[src/common/bus_pkg.sv]
`default_nettype none

// external bus and refill stream types
package bus_pkg;

	// wishbone classic, master side
	typedef struct packed {
		logic        cyc;
		logic        stb;
		logic [31:0] adr;  // byte address
	} wb_m2s_t;

	// wishbone classic, slave side, 8-bit data
	typedef struct packed {
		logic       ack;
		logic [7:0] dat;
	} wb_s2m_t;

	// line request from the cache, held until the last byte
	typedef struct packed {
		logic        valid;
		logic [31:0] line_addr;  // 16-byte aligned
	} refill_req_t;

	// one byte of a line, in address order
	typedef struct packed {
		logic       valid;
		logic [7:0] data;
		logic       last;  // 16th byte
	} refill_byte_t;

endpackage

`default_nettype wire

[src/common/fetch_pkg.sv]
`default_nettype none

// types shared by the fetch unit and the instruction cache
package fetch_pkg;

	// cache geometry, 17 address bits in use
	localparam int INST_BIT   = 2;   // 4 instructions per line
	localparam int ROW_BIT    = 10;  // 1024 rows
	localparam int TAG_BIT    = 3;
	localparam int WAY_NUM    = 2;   // mru replacement only works for two ways
	localparam int BYTE_BIT   = 2;   // byte within an instruction
	localparam int LINE_BIT   = INST_BIT + BYTE_BIT;  // byte within a line
	localparam int UNUSED_BIT = 32 - TAG_BIT - ROW_BIT - LINE_BIT;
	localparam int ROW_NUM    = 1 << ROW_BIT;
	localparam int INST_NUM   = 1 << INST_BIT;

	// field view of a fetch address, msb first
	typedef struct packed {
		logic [UNUSED_BIT-1:0] unused;    // above the 17 bits the cache decodes
		logic [TAG_BIT-1:0]    tag;
		logic [ROW_BIT-1:0]    row;
		logic [INST_BIT-1:0]   inst;
		logic [BYTE_BIT-1:0]   byte_ofs;
	} fetch_addr_f_t;

	// one address word, read either whole or split into cache fields
	typedef union packed {
		logic [31:0]   word;
		fetch_addr_f_t f;
	} fetch_addr_u;

	typedef struct packed {
		logic        re;    // read enable
		fetch_addr_u addr;
	} fetch_req_t;

	typedef struct packed {
		logic        miss;  // same-cycle answer
		logic [31:0] data;
	} fetch_rsp_t;

	typedef struct packed {
		logic        valid;
		logic [31:0] pc;
		logic [31:0] instr;
	} inst_t;

endpackage

`default_nettype wire

[src/hdl/ram_ctrl.sv]
`timescale 1ns/1ps
`default_nettype none

// line refill over an 8-bit wishbone classic bus
// 16 single-byte reads per request with one idle cycle between reads
module ram_ctrl (
	input  wire                        clk,
	input  wire                        rst_i,
	input  wire bus_pkg::refill_req_t  refill_i,
	output bus_pkg::refill_byte_t      byte_o,
	output bus_pkg::wb_m2s_t           wb_o,
	input  wire bus_pkg::wb_s2m_t      wb_i
);

	typedef enum logic {
		B_IDLE,
		B_CYC
	} bus_state_e;

	bus_state_e                     state_q;
	logic [fetch_pkg::LINE_BIT-1:0] cnt_q;   // next byte of the line and wraps after 16
	logic                           hold_q;  // line done and waiting for the request to drop
	logic                           take;    // byte acked this cycle
	logic                           last;
	fetch_pkg::fetch_addr_u         adr;
	logic                           byte_valid_q;
	logic [7:0]                     byte_data_q;
	logic                           byte_last_q;

	assign take = (state_q == B_CYC) && wb_i.ack;
	assign last = (cnt_q == '1);

	// byte address = line address with the counter in the low bits
	always_comb begin
		adr.word                    = refill_i.line_addr;
		{adr.f.inst, adr.f.byte_ofs} = cnt_q;
	end

	assign wb_o = '{cyc: (state_q == B_CYC), stb: (state_q == B_CYC), adr: adr.word};

	always_ff @(posedge clk) begin
		if (rst_i) begin
			state_q <= B_IDLE;
			cnt_q   <= '0;
			hold_q  <= 1'b0;
		end else begin
			case (state_q)
				B_IDLE: begin
					// also the one-cycle gap after each ack
					if (refill_i.valid && !hold_q)
						state_q <= B_CYC;
				end
				B_CYC: begin
					if (wb_i.ack) begin
						state_q <= B_IDLE;
						cnt_q   <= cnt_q + 1'b1;
					end
				end
				default: state_q <= B_IDLE;
			endcase
			if (take && last)
				hold_q <= 1'b1;
			else if (!refill_i.valid)
				hold_q <= 1'b0;  // ready for the next request
		end
	end

	// each acked byte goes onto the stream one cycle later
	always_ff @(posedge clk) begin
		if (rst_i)
			byte_valid_q <= 1'b0;
		else
			byte_valid_q <= take;
	end

	always_ff @(posedge clk) begin
		if (take) begin
			byte_data_q <= wb_i.dat;
			byte_last_q <= last;
		end
	end

	assign byte_o = '{valid: byte_valid_q, data: byte_data_q, last: byte_last_q};

	// classic cycle holds its address until the slave acks
	a_adr_hold: assert property (@(posedge clk) disable iff (rst_i)
		wb_o.stb && !wb_i.ack |=> wb_o.stb && $stable(wb_o.adr));

endmodule

`default_nettype wire

[config.mk]
export PLATFORM = sky130hd
export DESIGN_NAME = ram_ctrl
export DESIGN_NICKNAME = d
export VERILOG_FILES = /design/src/common/bus_pkg.sv /design/src/common/fetch_pkg.sv /design/src/hdl/ram_ctrl.sv
export SDC_FILE = /design/constraint.sdc
export NUM_CORES = 1
export LEC_CHECK = 0
export ABC_AREA = 1
export BUFFER_PORTS_ARGS = -buffer_cell sky130_fd_sc_hd__buf_2
export CAP_MARGIN = 10
export CELL_PAD_IN_SITES_DETAIL_PLACEMENT = 1
export CELL_PAD_IN_SITES_GLOBAL_PLACEMENT = 1
export CORE_ASPECT_RATIO = 0.6
export CORE_MARGIN = 8
export CORE_UTILIZATION = 24
export CTS_CLUSTER_DIAMETER = 100
export DETAILED_ROUTE_END_ITERATION = 10
export GPL_ROUTABILITY_DRIVEN = 0
export PLACE_DENSITY = 0.92
export SLEW_MARGIN = 10
export SYNTH_ARGS = -nofsm -noshare
export SYNTH_HDL_FRONTEND = slang
export SYNTH_SLANG_ARGS = --single-unit
[constraint.sdc]
create_clock -name clk -period 2.55 [get_ports clk]
set_clock_uncertainty 0.15 [all_clocks]
set_input_delay 0.255 -clock clk [delete_from_list [all_inputs] [get_ports clk]]
set_output_delay 0.255 -clock clk [all_outputs]
set_load 0.02 [all_outputs]
=== Yosys cells after proc, flatten, opt, wreduce, memory -nomap -nowiden ===
Cells that the tools add are included.

* Register bits: 16
* Bits in latches: 0
* RAM bits: 0
* Memory bits (read-only): 0
* Bits of input ports: 44
* Memories kept: 0

* Add/subtract/negate cells: 1
* Multipliers: 0
* Div/mod/pow operators: 0
* Order comparisons: 0
* Equality and inequality tests: 2
* Shifts and indexed selects: 0
* Mux-type cells: 5
* Bitwise operators: 1
* Reduce and logical (&&, ||, !) cells: 5

{| class="wikitable"
|+ Operator list
! operator !! count
|-
| 4-bit by 1-bit adder with 4-bit output (second input constant) || 1
|-
| 4-bit equality test (second input constant) || 1
|-
| 1-bit 2-to-1 mux || 4
|-
| 1-bit logical AND || 3
|-
| 2-bit by 1-bit != test with 1-bit output (second input constant) || 1
|-
| 1-bit one-hot mux with 2 select lines || 1
|-
| 2-bit AND reduction || 1
|-
| 1-bit logical NOT || 1
|-
| 1-bit inverter || 1
|}

=== Logic depth before layout (Yosys ltp) ===
* Depth after elaboration: 4
* Depth in mapped cells: 6
* Depth with buffers taken out: 6

=== Least setup slack after synthesis ===
No wires, ideal clock.

* Path type: register -> register
* Start: register cnt_q[0] (netlist name)
* End: register byte_last_q, data pin
* Setup time: 0.253 ns
* Arrival time: 0.821 ns
* Required time: 2.147 ns
* Slack: 1.327 ns
* Stages on the path, launching flop included: 6
* Buffers on the path: 0
* Period minus slack after synthesis: 1.223 ns
* Cell sequence: dfxtp_1 ha_1 nand2_1 inv_1 nand2_1 inv_1

* Word-level cells in the longest chain between the ends: 1

{| class="wikitable"
|+ RTL lines
! item !! line !! source
|-
| start: declaration || ram_ctrl.sv:21 || <nowiki>logic [fetch_pkg::LINE_BIT-1:0] cnt_q;</nowiki>
|-
| start signal: assignment || ram_ctrl.sv:56 || <nowiki>cnt_q <= cnt_q + 1'b1;</nowiki>
|-
| 4-bit equality test || ram_ctrl.sv:31 || <nowiki>assign last = (cnt_q == '1);</nowiki>
|-
| net last || ram_ctrl.sv:24 || <nowiki>logic last;</nowiki>
|-
| end signal: assignment || ram_ctrl.sv:79 || <nowiki>byte_last_q <= last;</nowiki>
|-
| end: declaration || ram_ctrl.sv:28 || <nowiki>logic byte_last_q;</nowiki>
|}

The timed path passes the listed nets, and every way through them passes these cells.
A chain may end at the register's enable or synchronous reset.

=== Worst setup path in the final report ===
* Start: register state_q
* End: output wb_o[33] (netlist name)

{| class="wikitable"
|+ RTL lines
! item !! line !! source
|-
| start: declaration || ram_ctrl.sv:20 || <nowiki>bus_state_e state_q;</nowiki>
|-
| start signal: assignment || ram_ctrl.sv:43 || <nowiki>state_q <= B_IDLE;</nowiki>
|-
| start signal: assignment || ram_ctrl.sv:51 || <nowiki>state_q <= B_CYC;</nowiki>
|-
| start signal: assignment || ram_ctrl.sv:55 || <nowiki>state_q <= B_IDLE;</nowiki>
|-
| end: declaration || ram_ctrl.sv:11 || <nowiki>output bus_pkg::wb_m2s_t wb_o,</nowiki>
|}

No word-level cell between the ends.

==> metrics.txt <==
RSZ-0062 raised after global routing no; placed wire-length estimate 1300 um; Post-Synth Adder-Cell Area 0.0154; WP buf/inv 1; Leakage 0.387 nW; DP Worst Slack 1350 ps; CTS tree done; final-layout fill cell count 385; Initial Util 0.250; mux share of post-synthesis cell area 0; Least-Margin Pin Slew 194 ps; Final Hold Fails 0; Worst path slowest cell dfxtp_1; clock-pin transition on the worst setup and hold timing paths 60 ps; first-pass iteration count of the detailed router 3; Netlist cell types 13; placed instance area 763 um2; post-route cell area 818 um2; Min-Delay Path Class primary input to register; WHS Path Cells 1; WS Path Type register to primary output; Fmax 825 MHz; pwr dens 677 nW/um2; initial antenna violation count 0; # IOs 88; CTS H-tree depth 1; final setup fails 0; crit path setup slack, layout 1340 ps; Final #Nets 127; Rows 16; DR WL/cell 12.6 um; most common cell after layout, fill and taps aside buf_2; first-pass GRT wire length 2520 um; total track usage 0.0581; Max Cap Viol 0; Hold Buf Count CTS 0; Final Critical Period 1210 ps; Antenna Diode Count 0; CORE AREA 3240 um2; Clock Tree Buf Depth 2; Syn Nets 127; Setup TNS Final 0 ps; Largest stage delay, worst path 380 ps; YS warnings 0; XOR/XNOR Fraction of Synth Area 0; WP depth 1; largest net degree at the start of global routing 15; Crit Path Max Fanout 4; family with the most delay on the worst path flip-flops; Required @ worst endpoint 2140 ps; simple-gate share of the synthesized area 0.0909; relative slew slack 0.870; largest family of logic cells by synthesized area buffers and inverters; Final period util 0.476; mapped cell area 812 um2; Root Driver clkbuf_8; total gr overflow 0; die width 91.1 um; R2R depth 5; area delta synth->final 0.770%; CTS Sinks 16; clk_lat worst skew 240 ps; CP startpoint kind register; number of global-route vias before repair 543; DRT Wirelength 1580 um; crit end category primary output; CTS resizes 0; Vias/cell 3.90; post-synthesis compound-gate area fraction 0.0478; IO buf count 27; DR iter-0 viols 7; Vias 491; die height 61.1 um; Worst EP arrival 810 ps; status finished clean; antenna-violating nets left 0; Slew Viols, Final 0; syn_area_per_cell 9.90 um2; share of cells above drive strength 1 0.444; Peak VDD IR 0.000182 V; die area 5560 um2; setup bufs post-CTS 0; synthesized netlist cell count 82; DRC Markers 0; most frequent cells in the layout buf_2 (27), edfxtp_1 (9), inv_1 (8), nand2_1 (7), dfxtp_1 (7); Synth Register Bits 16; Seq/Total Area, Yosys 0.505; Num CTS Buffers 3; crit path cell chain buf_2
## layout make-up
class                      count  area [um2]  area share
clock buffer                   4        55.1      0.0673
inverter                       9        36.3      0.0443
multi-input combinational     25         125       0.153
sequential                    16         410       0.502
tap                           45        56.3      0.0688
timing repair buffer          27         135       0.165
## worst paths after layout
| kind | from | end | slack (ps) |
|---|---|---|---|
| min | wb_i[0] | byte_data_q[0] | 40 |
| max reg2reg | cnt_q[0] | byte_last_q | 1350 |
| min reg2reg | hold_q | hold_q | 350 |
| max | state_q | wb_o[33] | 1340 |
## cells by family (layout without fill, tap and decap cells)
group,count (synthesis),in the layout
fa+ha+maj,1,1
buf+inv,41,40
flops,16,16
simple gates,17,17
compound gates,7,7
## flip-flops by register name (all words and copies together) (netlist names)
register and flops:
hold_q 1, byte_valid_q 1, cnt_q 4, byte_data_q 8, byte_last_q 1, state_q 1
## cells in the mapped netlist
cell type | n | area [um2]
a21oi_1 | 3 | 15.0
buf_4 | 32 | 240
dfxtp_1 | 7 | 140
edfxtp_1 | 9 | 270
ha_1 | 1 | 12.5
inv_1 | 8 | 30.0
inv_4 | 1 | 6.26
nand2_1 | 7 | 26.3
nand2_2 | 3 | 18.8
nand3_1 | 2 | 10.0
nor2_1 | 5 | 18.8
o21ai_0 | 3 | 15.0
o21ai_2 | 1 | 8.76
## where the power goes
part	internal (W)	total, W	switching (W)
Clock	0.000137	0.000218	0.0000818
Sequential	0.000282	0.000287	0.00000445
Combinational	0.0000170	0.0000489	0.0000319
## through the flow
stage	total power, W	hold WS, ps	cells	util
detailed placement	0.000343	284	122	0.235
floorplan	0.000387	204	82	-
finish	0.000554	36.6	126	0.252
global placement	0.000339	284	122	0.235
CTS	0.000565	27.5	126	0.252
global route	0.000581	27.8	126	0.252
## routing by layer
layer / track usage / part of all wire / vias up
met3: 0.0341 / 0.12 / 8
met4: 0.0416 / 0.011 / 0
met5: 0 / 0 / -
met2: 0.102 / 0.46 / 31
met1: 0.0517 / 0.40 / 230
li1: - / - / 222
No activity file was read; power rests on OpenSTA's default activity.
