[src/common/fetch_pkg.sv]
`default_nettype none

// types shared by the fetch unit and the instruction cache
package fetch_pkg;

	// cache geometry, 17 address bits in use
	localparam int INST_BIT   = 2;   // 4 instructions per line
	localparam int ROW_BIT    = 10;  // 1024 rows
	localparam int TAG_BIT    = 3;
	localparam int WAY_NUM    = 2;   // mru replacement only works for two ways
	localparam int BYTE_BIT   = 2;   // byte within an instruction
	localparam int LINE_BIT   = INST_BIT + BYTE_BIT;  // byte within a line
	localparam int UNUSED_BIT = 32 - TAG_BIT - ROW_BIT - LINE_BIT;
	localparam int ROW_NUM    = 1 << ROW_BIT;
	localparam int INST_NUM   = 1 << INST_BIT;

	// field view of a fetch address, msb first
	typedef struct packed {
		logic [UNUSED_BIT-1:0] unused;    // above the 17 bits the cache decodes
		logic [TAG_BIT-1:0]    tag;
		logic [ROW_BIT-1:0]    row;
		logic [INST_BIT-1:0]   inst;
		logic [BYTE_BIT-1:0]   byte_ofs;
	} fetch_addr_f_t;

	// one address word, read either whole or split into cache fields
	typedef union packed {
		logic [31:0]   word;
		fetch_addr_f_t f;
	} fetch_addr_u;

	typedef struct packed {
		logic        re;    // read enable
		fetch_addr_u addr;
	} fetch_req_t;

	typedef struct packed {
		logic        miss;  // same-cycle answer
		logic [31:0] data;
	} fetch_rsp_t;

	typedef struct packed {
		logic        valid;
		logic [31:0] pc;
		logic [31:0] instr;
	} inst_t;

endpackage

`default_nettype wire

[src/hdl/fetch_unit.sv]
`timescale 1ns/1ps
`default_nettype none

// program counter and registered instruction output
module fetch_unit #(
	parameter logic [31:0] RESET_PC = 32'h0000_0000
) (
	input  wire                        clk,
	input  wire                        rst_i,
	input  wire                        redirect_valid_i,
	input  wire [31:0]                 redirect_pc_i,
	output fetch_pkg::fetch_req_t      req_o,
	input  wire fetch_pkg::fetch_rsp_t rsp_i,
	output fetch_pkg::inst_t           inst_o,
	input  wire                        inst_ready_i
);

	fetch_pkg::fetch_addr_u pc_q;
	logic                   out_free;  // output empty or taken this cycle
	logic                   load;      // hit goes into the output register
	logic                   inst_valid_q;
	logic [31:0]            inst_pc_q;
	logic [31:0]            inst_word_q;

	// the current pc is dropped on a redirect, so it must not start a refill
	assign req_o = '{re: !redirect_valid_i, addr: pc_q};

	assign out_free = !inst_valid_q || inst_ready_i;
	assign load     = req_o.re && !rsp_i.miss && out_free;

	// pc and output valid
	always_ff @(posedge clk) begin
		if (rst_i) begin
			pc_q.word    <= RESET_PC;
			inst_valid_q <= 1'b0;
		end else if (redirect_valid_i) begin
			pc_q.word    <= redirect_pc_i;  // wins over a hit
			inst_valid_q <= 1'b0;           // anything not yet taken is lost
		end else if (load) begin
			pc_q.word    <= pc_q.word + 32'd4;
			inst_valid_q <= 1'b1;
		end else if (inst_ready_i) begin
			inst_valid_q <= 1'b0;
		end
	end

	// payload, only moves on a load
	always_ff @(posedge clk) begin
		if (load) begin
			inst_pc_q   <= pc_q.word;
			inst_word_q <= rsp_i.data;
		end
	end

	assign inst_o = '{valid: inst_valid_q, pc: inst_pc_q, instr: inst_word_q};

	// stalled output holds until taken or flushed by a redirect
	a_inst_hold: assert property (@(posedge clk) disable iff (rst_i)
		inst_o.valid && !inst_ready_i && !redirect_valid_i
		|=> inst_o.valid && $stable(inst_o.pc) && $stable(inst_o.instr));

endmodule

`default_nettype wire

[config.mk]
export PLATFORM = sky130hd
export DESIGN_NAME = fetch_unit
export DESIGN_NICKNAME = d
export VERILOG_FILES = /design/src/common/fetch_pkg.sv /design/src/hdl/fetch_unit.sv
export SDC_FILE = /design/constraint.sdc
export NUM_CORES = 1
export LEC_CHECK = 0
export ABC_AREA = 1
export BUFFER_PORTS_ARGS = -buffer_cell sky130_fd_sc_hd__buf_2
export CELL_PAD_IN_SITES_DETAIL_PLACEMENT = 1
export CELL_PAD_IN_SITES_GLOBAL_PLACEMENT = 2
export CORE_UTILIZATION = 30
export DETAILED_ROUTE_END_ITERATION = 8
export PLACE_DENSITY = 0.83
export SLEW_MARGIN = 25
export SYNTH_ARGS = -nofsm -noshare
export SYNTH_HDL_FRONTEND = slang
export SYNTH_SLANG_ARGS = --single-unit
export TNS_END_PERCENT = 10
[constraint.sdc]
create_clock -name clk -period 3.5 [get_ports clk]
set_input_delay 0.7 -clock clk [delete_from_list [all_inputs] [get_ports clk]]
set_output_delay 0.7 -clock clk [all_outputs]
set_load 0.01 [all_outputs]
## Word level (Yosys, flattened, before mapping)

Cells that the tools add are included.

- Register bits: 97
- Output and inout bits: 98
- Logic and storage cells: 18

- Add/sub/neg operators: 1
- Multiplexer cells: 4
- Reduce and logical (&&, ||, !) cells: 9

Operators with widths:

| kind | count |
|---|---|
| two-way mux 32 bit | 2 |
| adder 32 x 3 -> 32 bit (second input constant) | 1 |
| nonzero test 2 bit | 2 |
| zero test 1 bit | 3 |
| logical AND 1 bit | 2 |
| two-way mux 1 bit | 2 |
| OR reduction 2 bit | 1 |
| logical OR 1 bit | 1 |

## Depth between registers and ports, before layout

Gate-level depths: netlist (run 1).

- Word-level depth: 5
- Depth in mapped cells: 10

## Least setup slack after synthesis (run 1)

No wires, ideal clock.

- Path type: input to register
- From: input redirect_valid_i
- To: register pc_q[11] in the netlist's numbering
- Setup time: 0.070 ns
- Arrival: 2.368 ns
- Setup slack: 1.061 ns
- Stages on the path: 6
- Cell sequence: nor2_1 -> nand2_2 -> inv_1 -> buf_2 -> o221ai_1 -> a21oi_1

- Cells in the longest elaborated chain, start to end: 4
- Elaborated cells between the ends (all ways): 5
- Those cells by class: mux (1); reduce/logical (4)

Ends and longest elaborated chain:

| item | RTL line | text |
|---|---|---|
| from (decl) | fetch_unit.sv:10 | `input wire redirect_valid_i,` |
| zero test 1 bit | fetch_unit.sv:26 | `assign req_o = '{re: !redirect_valid_i, addr: pc_q};` |
| logical AND 1 bit (2 in a row) | fetch_unit.sv:29 | `assign load = req_o.re && !rsp_i.miss && out_free;` |
| via load | fetch_unit.sv:20 | `logic load;` |
| nonzero test 2 bit (no source line) | n/a |  |
| to (decl) | fetch_unit.sv:18 | `fetch_pkg::fetch_addr_u pc_q;` |

The timed path passes the listed nets, and every way through them passes these cells.
A chain may end at the register's enable or synchronous reset.

## Worst setup path in the final report (run 1)

- From: input redirect_valid_i
- To: register inst_pc_q[24], enable pin

- Cells in the longest elaborated chain, start to end: 3

Ends and longest elaborated chain:

| item | RTL line | text |
|---|---|---|
| zero test 1 bit | fetch_unit.sv:26 |  |
| logical AND 1 bit (2 in a row) | fetch_unit.sv:29 |  |
| to (signal assigned) | fetch_unit.sv:50 | `inst_pc_q <= pc_q.word;` |
| to (decl) | fetch_unit.sv:22 | `logic [31:0] inst_pc_q;` |

Every way passes these cells.

==> results.md, run 1 <==
- Status: complete, no violations
- Die Ht: roughly 120 um
- Final Slew Violations: 0
- Slew margin rel.: a little under 60%
- R2r setup slk: 1460 ps
- CTS tree: yes
- Ant. Diodes: 0
- Avg Inst Size Synth: 9.40 um2
- CP Launch Type: input pin
- Number of synthesized register bits: 97
- First-pass GRT wire length: 19600 um
- Hold/Removal Path Class: reg -> reg
- Setup WS post-layout: between 1000 and 1500 ps
- Dpl cells: around 790
- Post-Route WL: ~13000 um
- Post-Route Setup TNS: 0 ps
- Pwr dens: 475 mW/mm2
- CP endpoint kind: flop
- Most frequent cells in the layout: buf_2, nand2_1, edfxtp_1
- Maximum vdd ir drop: 247 uV
- CTS Root Cell: clkbuf_16
- # Post-CTS Setup Buffers: 0
- Combinational power share: between 10% and 20%
- Final Power: ~2.6 mW
- Final Cycle Share: around two thirds
- Count of unique library cells instantiated by Yosys: 37
- Area share of the largest cell type after synthesis: around 45%
- Initial antenna violation count: 0
- Crit path time final: 2300 ps
- Hold slack: approximately 470 ps
- Mapped Cells: around 450
- Setup CP Type: in -> reg
- Vias in the first global route: approximately 3700
- Sequential power share: between 50% and 60%
- Placed Area: 0.00527 mm2
- Worst Skew: 5.86 ps
- Worst skew pair latency: roughly 340 ps
- Final Hold Fails: 0
- DP Wirelength: 9330 um
- Die area: 0.0146 mm2
- Number of synthesized flops with an enable pin: 64
- Max cap viols: 0
- Pre-CTS setup slack: roughly 820 ps
- Row count: 43
- Yosys top cell by area: edfxtp_1
- CP arrival: roughly 2400 ps
- Remaining antenna violation count: 0
- Most used DFF post-synth: edfxtp_1
- Most common cell after layout, fill and taps aside: buf_2
- DR WL/cell: 15.6 um
- Switch Pwr: ~0.63 mW
- Setup violations, final: 0
- RSZ-0062 raised after global routing: no
- Drt pass-1 iters: 4
- Top cells by area, synth: edfxtp_1, dfxtp_1, nand2_1, nor2_1, nand3_1
- DR vias: 3719
- Yosys warns: 0
- Layout Nets: around 690
- Routed vias/inst: 4.63
- Worst EP required: 3580 ps
- PostCTS Resize Cnt: 0
- Drt drc: 0
- DRT iter0 DRCs: 161
- Layout area overhead: 31.4%
- TritonCTS Buffers: 9
- Async S/R FF share, synth: 0%
- Worst-path clk slew: around 60 ps
- Fin util: just over 40%
- Total GRT Usage: between 15 and 20%
- Int Power: just over 2 mW
- P_leak: 2.32 nW
- Fmax: between 400 and 500 MHz
- Syn_nets: between 500 and 600
- Core area: between 0.01 and 0.015 mm2
- Initial core utilization: 30.7%
- Seq/Total Area, Yosys: around three fifths
- Synth Cell Area: between 0.004 and 0.005 mm2
- TritonCTS Sinks: 97
- Non-filler cells, final: 803
- Largest net degree at the start of global routing: 36
- Die W: between 100 and 150 um
- Slew @ Worst Pin: 612 ps
- Layout cells sized above 1: 35.0%
- H-tree levels: 3
- Crit-path max FO: 31
- RePlAce Congestion: between 0.7 and 0.8
- Clock power frac: about two fifths
- Grt ovf: 0
- Switching share of power: 23.7%
- CTS Hold Bufs: 0
- IO Count: roughly 170
- Clk buf depth: 2
- IO Port Bufs: approximately 170
- Final instance area: 0.00558 mm2
==> power groups by stage <==
stage | combinational [mW] | clock, mW | sequential (mW)
after CTS | 0.277 | 1.08 | 1.34
final | 0.271 | 1.04 | 1.34
after floorplan | 0.113 | 0 | 1.39
after global placement | 0.266 | 0 | 1.36
after detailed placement | 0.276 | 0 | 1.37
after global routing | 0.304 | 1.12 | 1.35
==> synth_stat cells (all sizes together) (2+ instances only) <==
cell	count
nand2	138
nor2	74
edfxtp	64
inv	36
dfxtp	33
nand3	33
a21oi	21
buf	10
o21ai	9
a31oi	7
clkbuf	5
nor3	4
o22ai	3
a211oi	2
o221ai	2
or2	2
==> critical path: stages <==
cell      delay (ps)
buf_2            360
nor2_1           110
nand2_2          280
clkinv_2         520
buf_4            400
==> layer usage <==
metal  share of wire (%)  wire, um  GRT usage (%)  vias up
met5                   0         0              0        -
met4                 1.6       206           5.79        0
met3                 6.3       793           4.37       15
met2                  47      5950           29.3      114
met1                  45      5610           22.1     1759
li1                    -         -              -     1831
==> sequential cells by signal (all words and copies together), names as in the netlist <==
name and flops:
inst_pc_q 32, inst_word_q 32, pc_q 32, inst_valid_q 1
==> kinds of logic after synthesis <==
kind of cell | synth area share, %
adder cells (fa/ha/maj) | 0.294
flip-flops | 60.8
AND/OR/NAND/NOR | 26.6
AO/OA/AOI/OAI | 7.04
XOR/XNOR | 0.206
buffers and inverters | 5.06
==> worst paths after layout <==
path,start,endpoint,cells after the start
max,redirect_valid_i,inst_pc_q[24],5
min,pc_q[1],inst_pc_q[1],0
max reg2reg,inst_valid_q,inst_pc_q[24],5
min reg2reg,pc_q[1],inst_pc_q[1],0
==> cell type report <==
class | instances | area, um2
inverter | 37 | 140
tap | 180 | 225
multi-input combinational | 303 | 1450
clock buffer | 10 | 229
sequential | 97 | 2580
clock inverter | 6 | 81.3
timing repair buffer | 170 | 873
fill | 1661 | 8240
(Power assumes the default switching activity.)
==> run 2, diff against run 1 <==
--- a/config.mk
+++ b/config.mk
@@ -5,13 +5,13 @@
 export SDC_FILE = /design/constraint.sdc
 export NUM_CORES = 1
 export LEC_CHECK = 0
-export ABC_AREA = 1
+export ABC_AREA = 0
 export BUFFER_PORTS_ARGS = -buffer_cell sky130_fd_sc_hd__buf_2
 export CELL_PAD_IN_SITES_DETAIL_PLACEMENT = 1
 export CELL_PAD_IN_SITES_GLOBAL_PLACEMENT = 2
 export CORE_UTILIZATION = 30
 export DETAILED_ROUTE_END_ITERATION = 8
-export PLACE_DENSITY = 0.83
+export PLACE_DENSITY = 0.78
 export SLEW_MARGIN = 25
 export SYNTH_ARGS = -nofsm -noshare
 export SYNTH_HDL_FRONTEND = slang
==> constraint.sdc (replaced) <==
create_clock -name clk -period 2.26 [get_ports clk]
set_input_delay 0.452 -clock clk [delete_from_list [all_inputs] [get_ports clk]]
set_output_delay 0.452 -clock clk [all_outputs]
set_load 0.01 [all_outputs]
==> results.md, run 2 <==
- Status: complete, no violations (unchanged)
- Max layer used: met4 (unchanged)
- RSZ-0062 raised after global routing: no (unchanged)
- Final Cycle Share: about 90%
- Pwr dens: 739 mW/mm2 (was 475 mW/mm2)
- Fmax: between 400 and 500 MHz
- R2r setup slk: 180 ps (was 1460 ps)
- Die area: 0.0141 mm2 (was 0.0146 mm2)
- Final Power: 4.08 mW (was 2.65 mW)
- Mapped Cells: 319 (was 452)
- H-tree levels: 3 (unchanged)
- Worst-path clk slew: 70 ps (was 60 ps)
- DP Wirelength: 9120 um (was 9330 um)
- Remaining antenna violation count: 0 (unchanged)
- Grt ovf: 0 (unchanged)
- Worst Skew: 12.1 ps (was 5.86 ps)
- Largest net degree at the start of global routing: 53 (was 36)
- Vias in the first global route: 3554 (was 3713)
- Crit path time final: about 2100 ps
- P_leak: 2.19 nW (was 2.32 nW)
- Seq/Total Area, Yosys: 63.2% (was 60.8%)
- Worst skew pair latency: 350 ps (was 340 ps)
- PostCTS Resize Cnt: 0 (unchanged)
- CP Launch Type: flop (was input pin)
- Drt pass-1 iters: 4 (unchanged)
- Layout Nets: 571 (was 688)
- Worst EP required: 2520 ps (was 3580 ps)
- CTS Root Cell: clkbuf_16 (unchanged)
- Most frequent cells in the layout: buf_2, edfxtp_1, dfxtp_1 (was buf_2, nand2_1, edfxtp_1)
- Met1 wire length: 5470 um (was 5610 um)
- Hold Path Sink: inst_word_q[20] (was inst_pc_q[1])
- Met2 wire length: 5780 um (was 5950 um)
- Avg Inst Size Synth: 12.8 um2 (was 9.40 um2)
- Top cells by area, synth: edfxtp_1, dfxtp_1, a211oi_1, clkbuf_8, or4_1 (was edfxtp_1, dfxtp_1, nand2_1, nor2_1, nand3_1)
- Setup CP Type: reg -> reg (was in -> reg)
- TritonCTS Buffers: 9 (unchanged)
- Total GRT Usage: 17.8% (was 17.6%)
- CTS Hold Bufs: 0 (unchanged)
- Maximum vdd ir drop: 357 uV (was 247 uV)
- Initial antenna violation count: 0 (unchanged)
- CP arrival: 2350 ps (was 2390 ps)
- Yosys top cell by area: edfxtp_1 (unchanged)
- Clk buf depth: 2 (unchanged)
- Routed vias/inst: 5.10 (was 4.63)
- Count of unique library cells instantiated by Yosys: 51 (was 37)
- Number of synthesized flops with an enable pin: 64 (unchanged)
- Area share of the largest cell type after synthesis: 47.0% (was 45.2%)
- Hold/Removal Path Class: in -> reg (was reg -> reg)
- IO Port Bufs: 166 (unchanged)
- Top cells by count, synth: edfxtp_1, dfxtp_1, nor2_1 (was nand2_1, edfxtp_1, nor2_1)
- Final Slew Violations: 0 (unchanged)
- Setup violations, final: 0 (unchanged)
- Core area: 0.0132 mm2 (was 0.0138 mm2)
- Final Hold Fails: 0 (unchanged)
- Capturing point of the worst reg2reg path: pc_q[23] (was inst_pc_q[24])
- TritonCTS Sinks: 97 (unchanged)
- IO Count: 167 (unchanged)
- Syn_nets: 389 (was 522)
- Initial core utilization: 30.9% (was 30.7%)
- Layout cells sized above 1: 43.1% (was 35.0%)
- Max cap viols: 0 (unchanged)
- Slew @ Worst Pin: 680 ps (was 612 ps)
- Die Ht: 119 um (was 121 um)
- Filler cell count: 1474 (was 1661)
- Most frequent cell after synthesis: edfxtp_1 (was nand2_1)
- Hold Path Stages: 1 (was 0)
- Reg2reg start: pc_q[11] (was inst_valid_q)
- Die W: 119 um (was 121 um)
- CTS tree: yes (unchanged)
- Drt drc: 0 (unchanged)
- DRT iter0 DRCs: 239 (was 161)
- Number of synthesized register bits: 97 (unchanged)
- Row count: 42 (was 43)
- Slew margin rel.: 54.1% (was 59.2%)
- DR WL/cell: 17.9 um (was 15.6 um)
- Crit-path max FO: 9 (was 31)
- DR vias: 3479 (was 3719)
- Most common cell after layout, fill and taps aside: buf_2 (unchanged)
- RePlAce Congestion: 0.790 (was 0.797)
- # Post-CTS Setup Buffers: 0 (unchanged)
- Hold path startpoint: rsp_i[20] (was pc_q[1])
- Yosys warns: 0 (unchanged)
- Largest registers: inst_pc_q (32), inst_word_q (32), pc_q (32) (unchanged)
- Ant. Diodes: 0 (unchanged)
- First-pass GRT wire length: 19300 um (was 19600 um)
- Most used DFF post-synth: edfxtp_1 (unchanged)
- CP endpoint kind: flop (unchanged)
- Async S/R FF share, synth: 0% (unchanged)
- Layout area overhead: 35.0% (was 31.4%)
- Post-Route Setup TNS: 0 ps (unchanged)
- WL met3: 780 um (was 793 um)
- Synth Cell Area: 0.00409 mm2 (was 0.00425 mm2)
- Post-Route WL: 12200 um (was 12600 um)
- Worst Reg-to-Reg Cells: 4 (was 5)
[run 2: layer usage]
layer	vias up	global-route usage, %
met5	-	0
met4	0	6.17
met3	13	4.73
met2	128	29.0
met1	1698	22.7
li1	1640	-
[run 2: worst max path at each step]
| stage | to | startpoint | slack, ps | depth (start not counted) |
|---|---|---|---|---|
| floorplan | inst_pc_q[0] | redirect_valid_i | 90 | 3 |
| finish | pc_q[23] | pc_q[11] | 180 | 4 |
| detailed placement | pc_q[19] | pc_q[5] | 190 | 4 |
| global route | pc_q[27] | pc_q[2] | 40 | 5 |
| global placement | pc_q[13] | redirect_valid_i | 260 | 5 |
| CTS | pc_q[19] | pc_q[5] | 160 | 4 |
[run 2: power by group]
part / total [mW] / leakage (nW) / switching (mW) / internal [mW]
combinational: 0.427 / 1.17 / 0.239 / 0.188
sequential: 2.06 / 0.881 / 0.0697 / 1.99
clock: 1.59 / 0.145 / 0.712 / 0.878
total: 4.08 / 2.19 / 1.02 / 3.06
[run 2: layout make-up]
cell class / count / area [um2] / area share (%)
clock buffer: 9 / 225 / 4.08
clock inverter: 7 / 82.6 / 1.50
timing repair buffer: 190 / 1040 / 18.8
inverter: 7 / 30.0 / 0.544
multi-input combinational: 196 / 1340 / 24.3
sequential: 97 / 2580 / 46.8
tap: 176 / 220 / 3.99
[run 2: stage by stage]
stage	cells	util (%)	setup slack, ps	cell area, um2	hold WS, ps
CTS	682	41.6	159	5510	261
floorplan	319	-	92.1	4090	499
detailed placement	666	39.3	189	5200	457
global route	682	41.7	38.3	5520	259
global placement	666	39.3	259	5200	440
finish	682	41.7	176	5520	275
[run 2: kinds of logic after synthesis]
| kind of cell | synth area share [%] |
|---|---|
| AOI/OAI and AO/OA | 11.2 |
| xor gates and xnor gates | 1.50 |
| adders and majority gates | 0.306 |
| buffers and inverters | 4.16 |
| DFF | 63.2 |
| muxes | 0.735 |
| and+or+nand+nor | 18.9 |
[run 2: worst max-delay path: stages (launching register included)]
cell,delay (ps)
dfxtp_1,490
nand4_2,200
or4_4,560
or4_1,490
a311oi_1,260
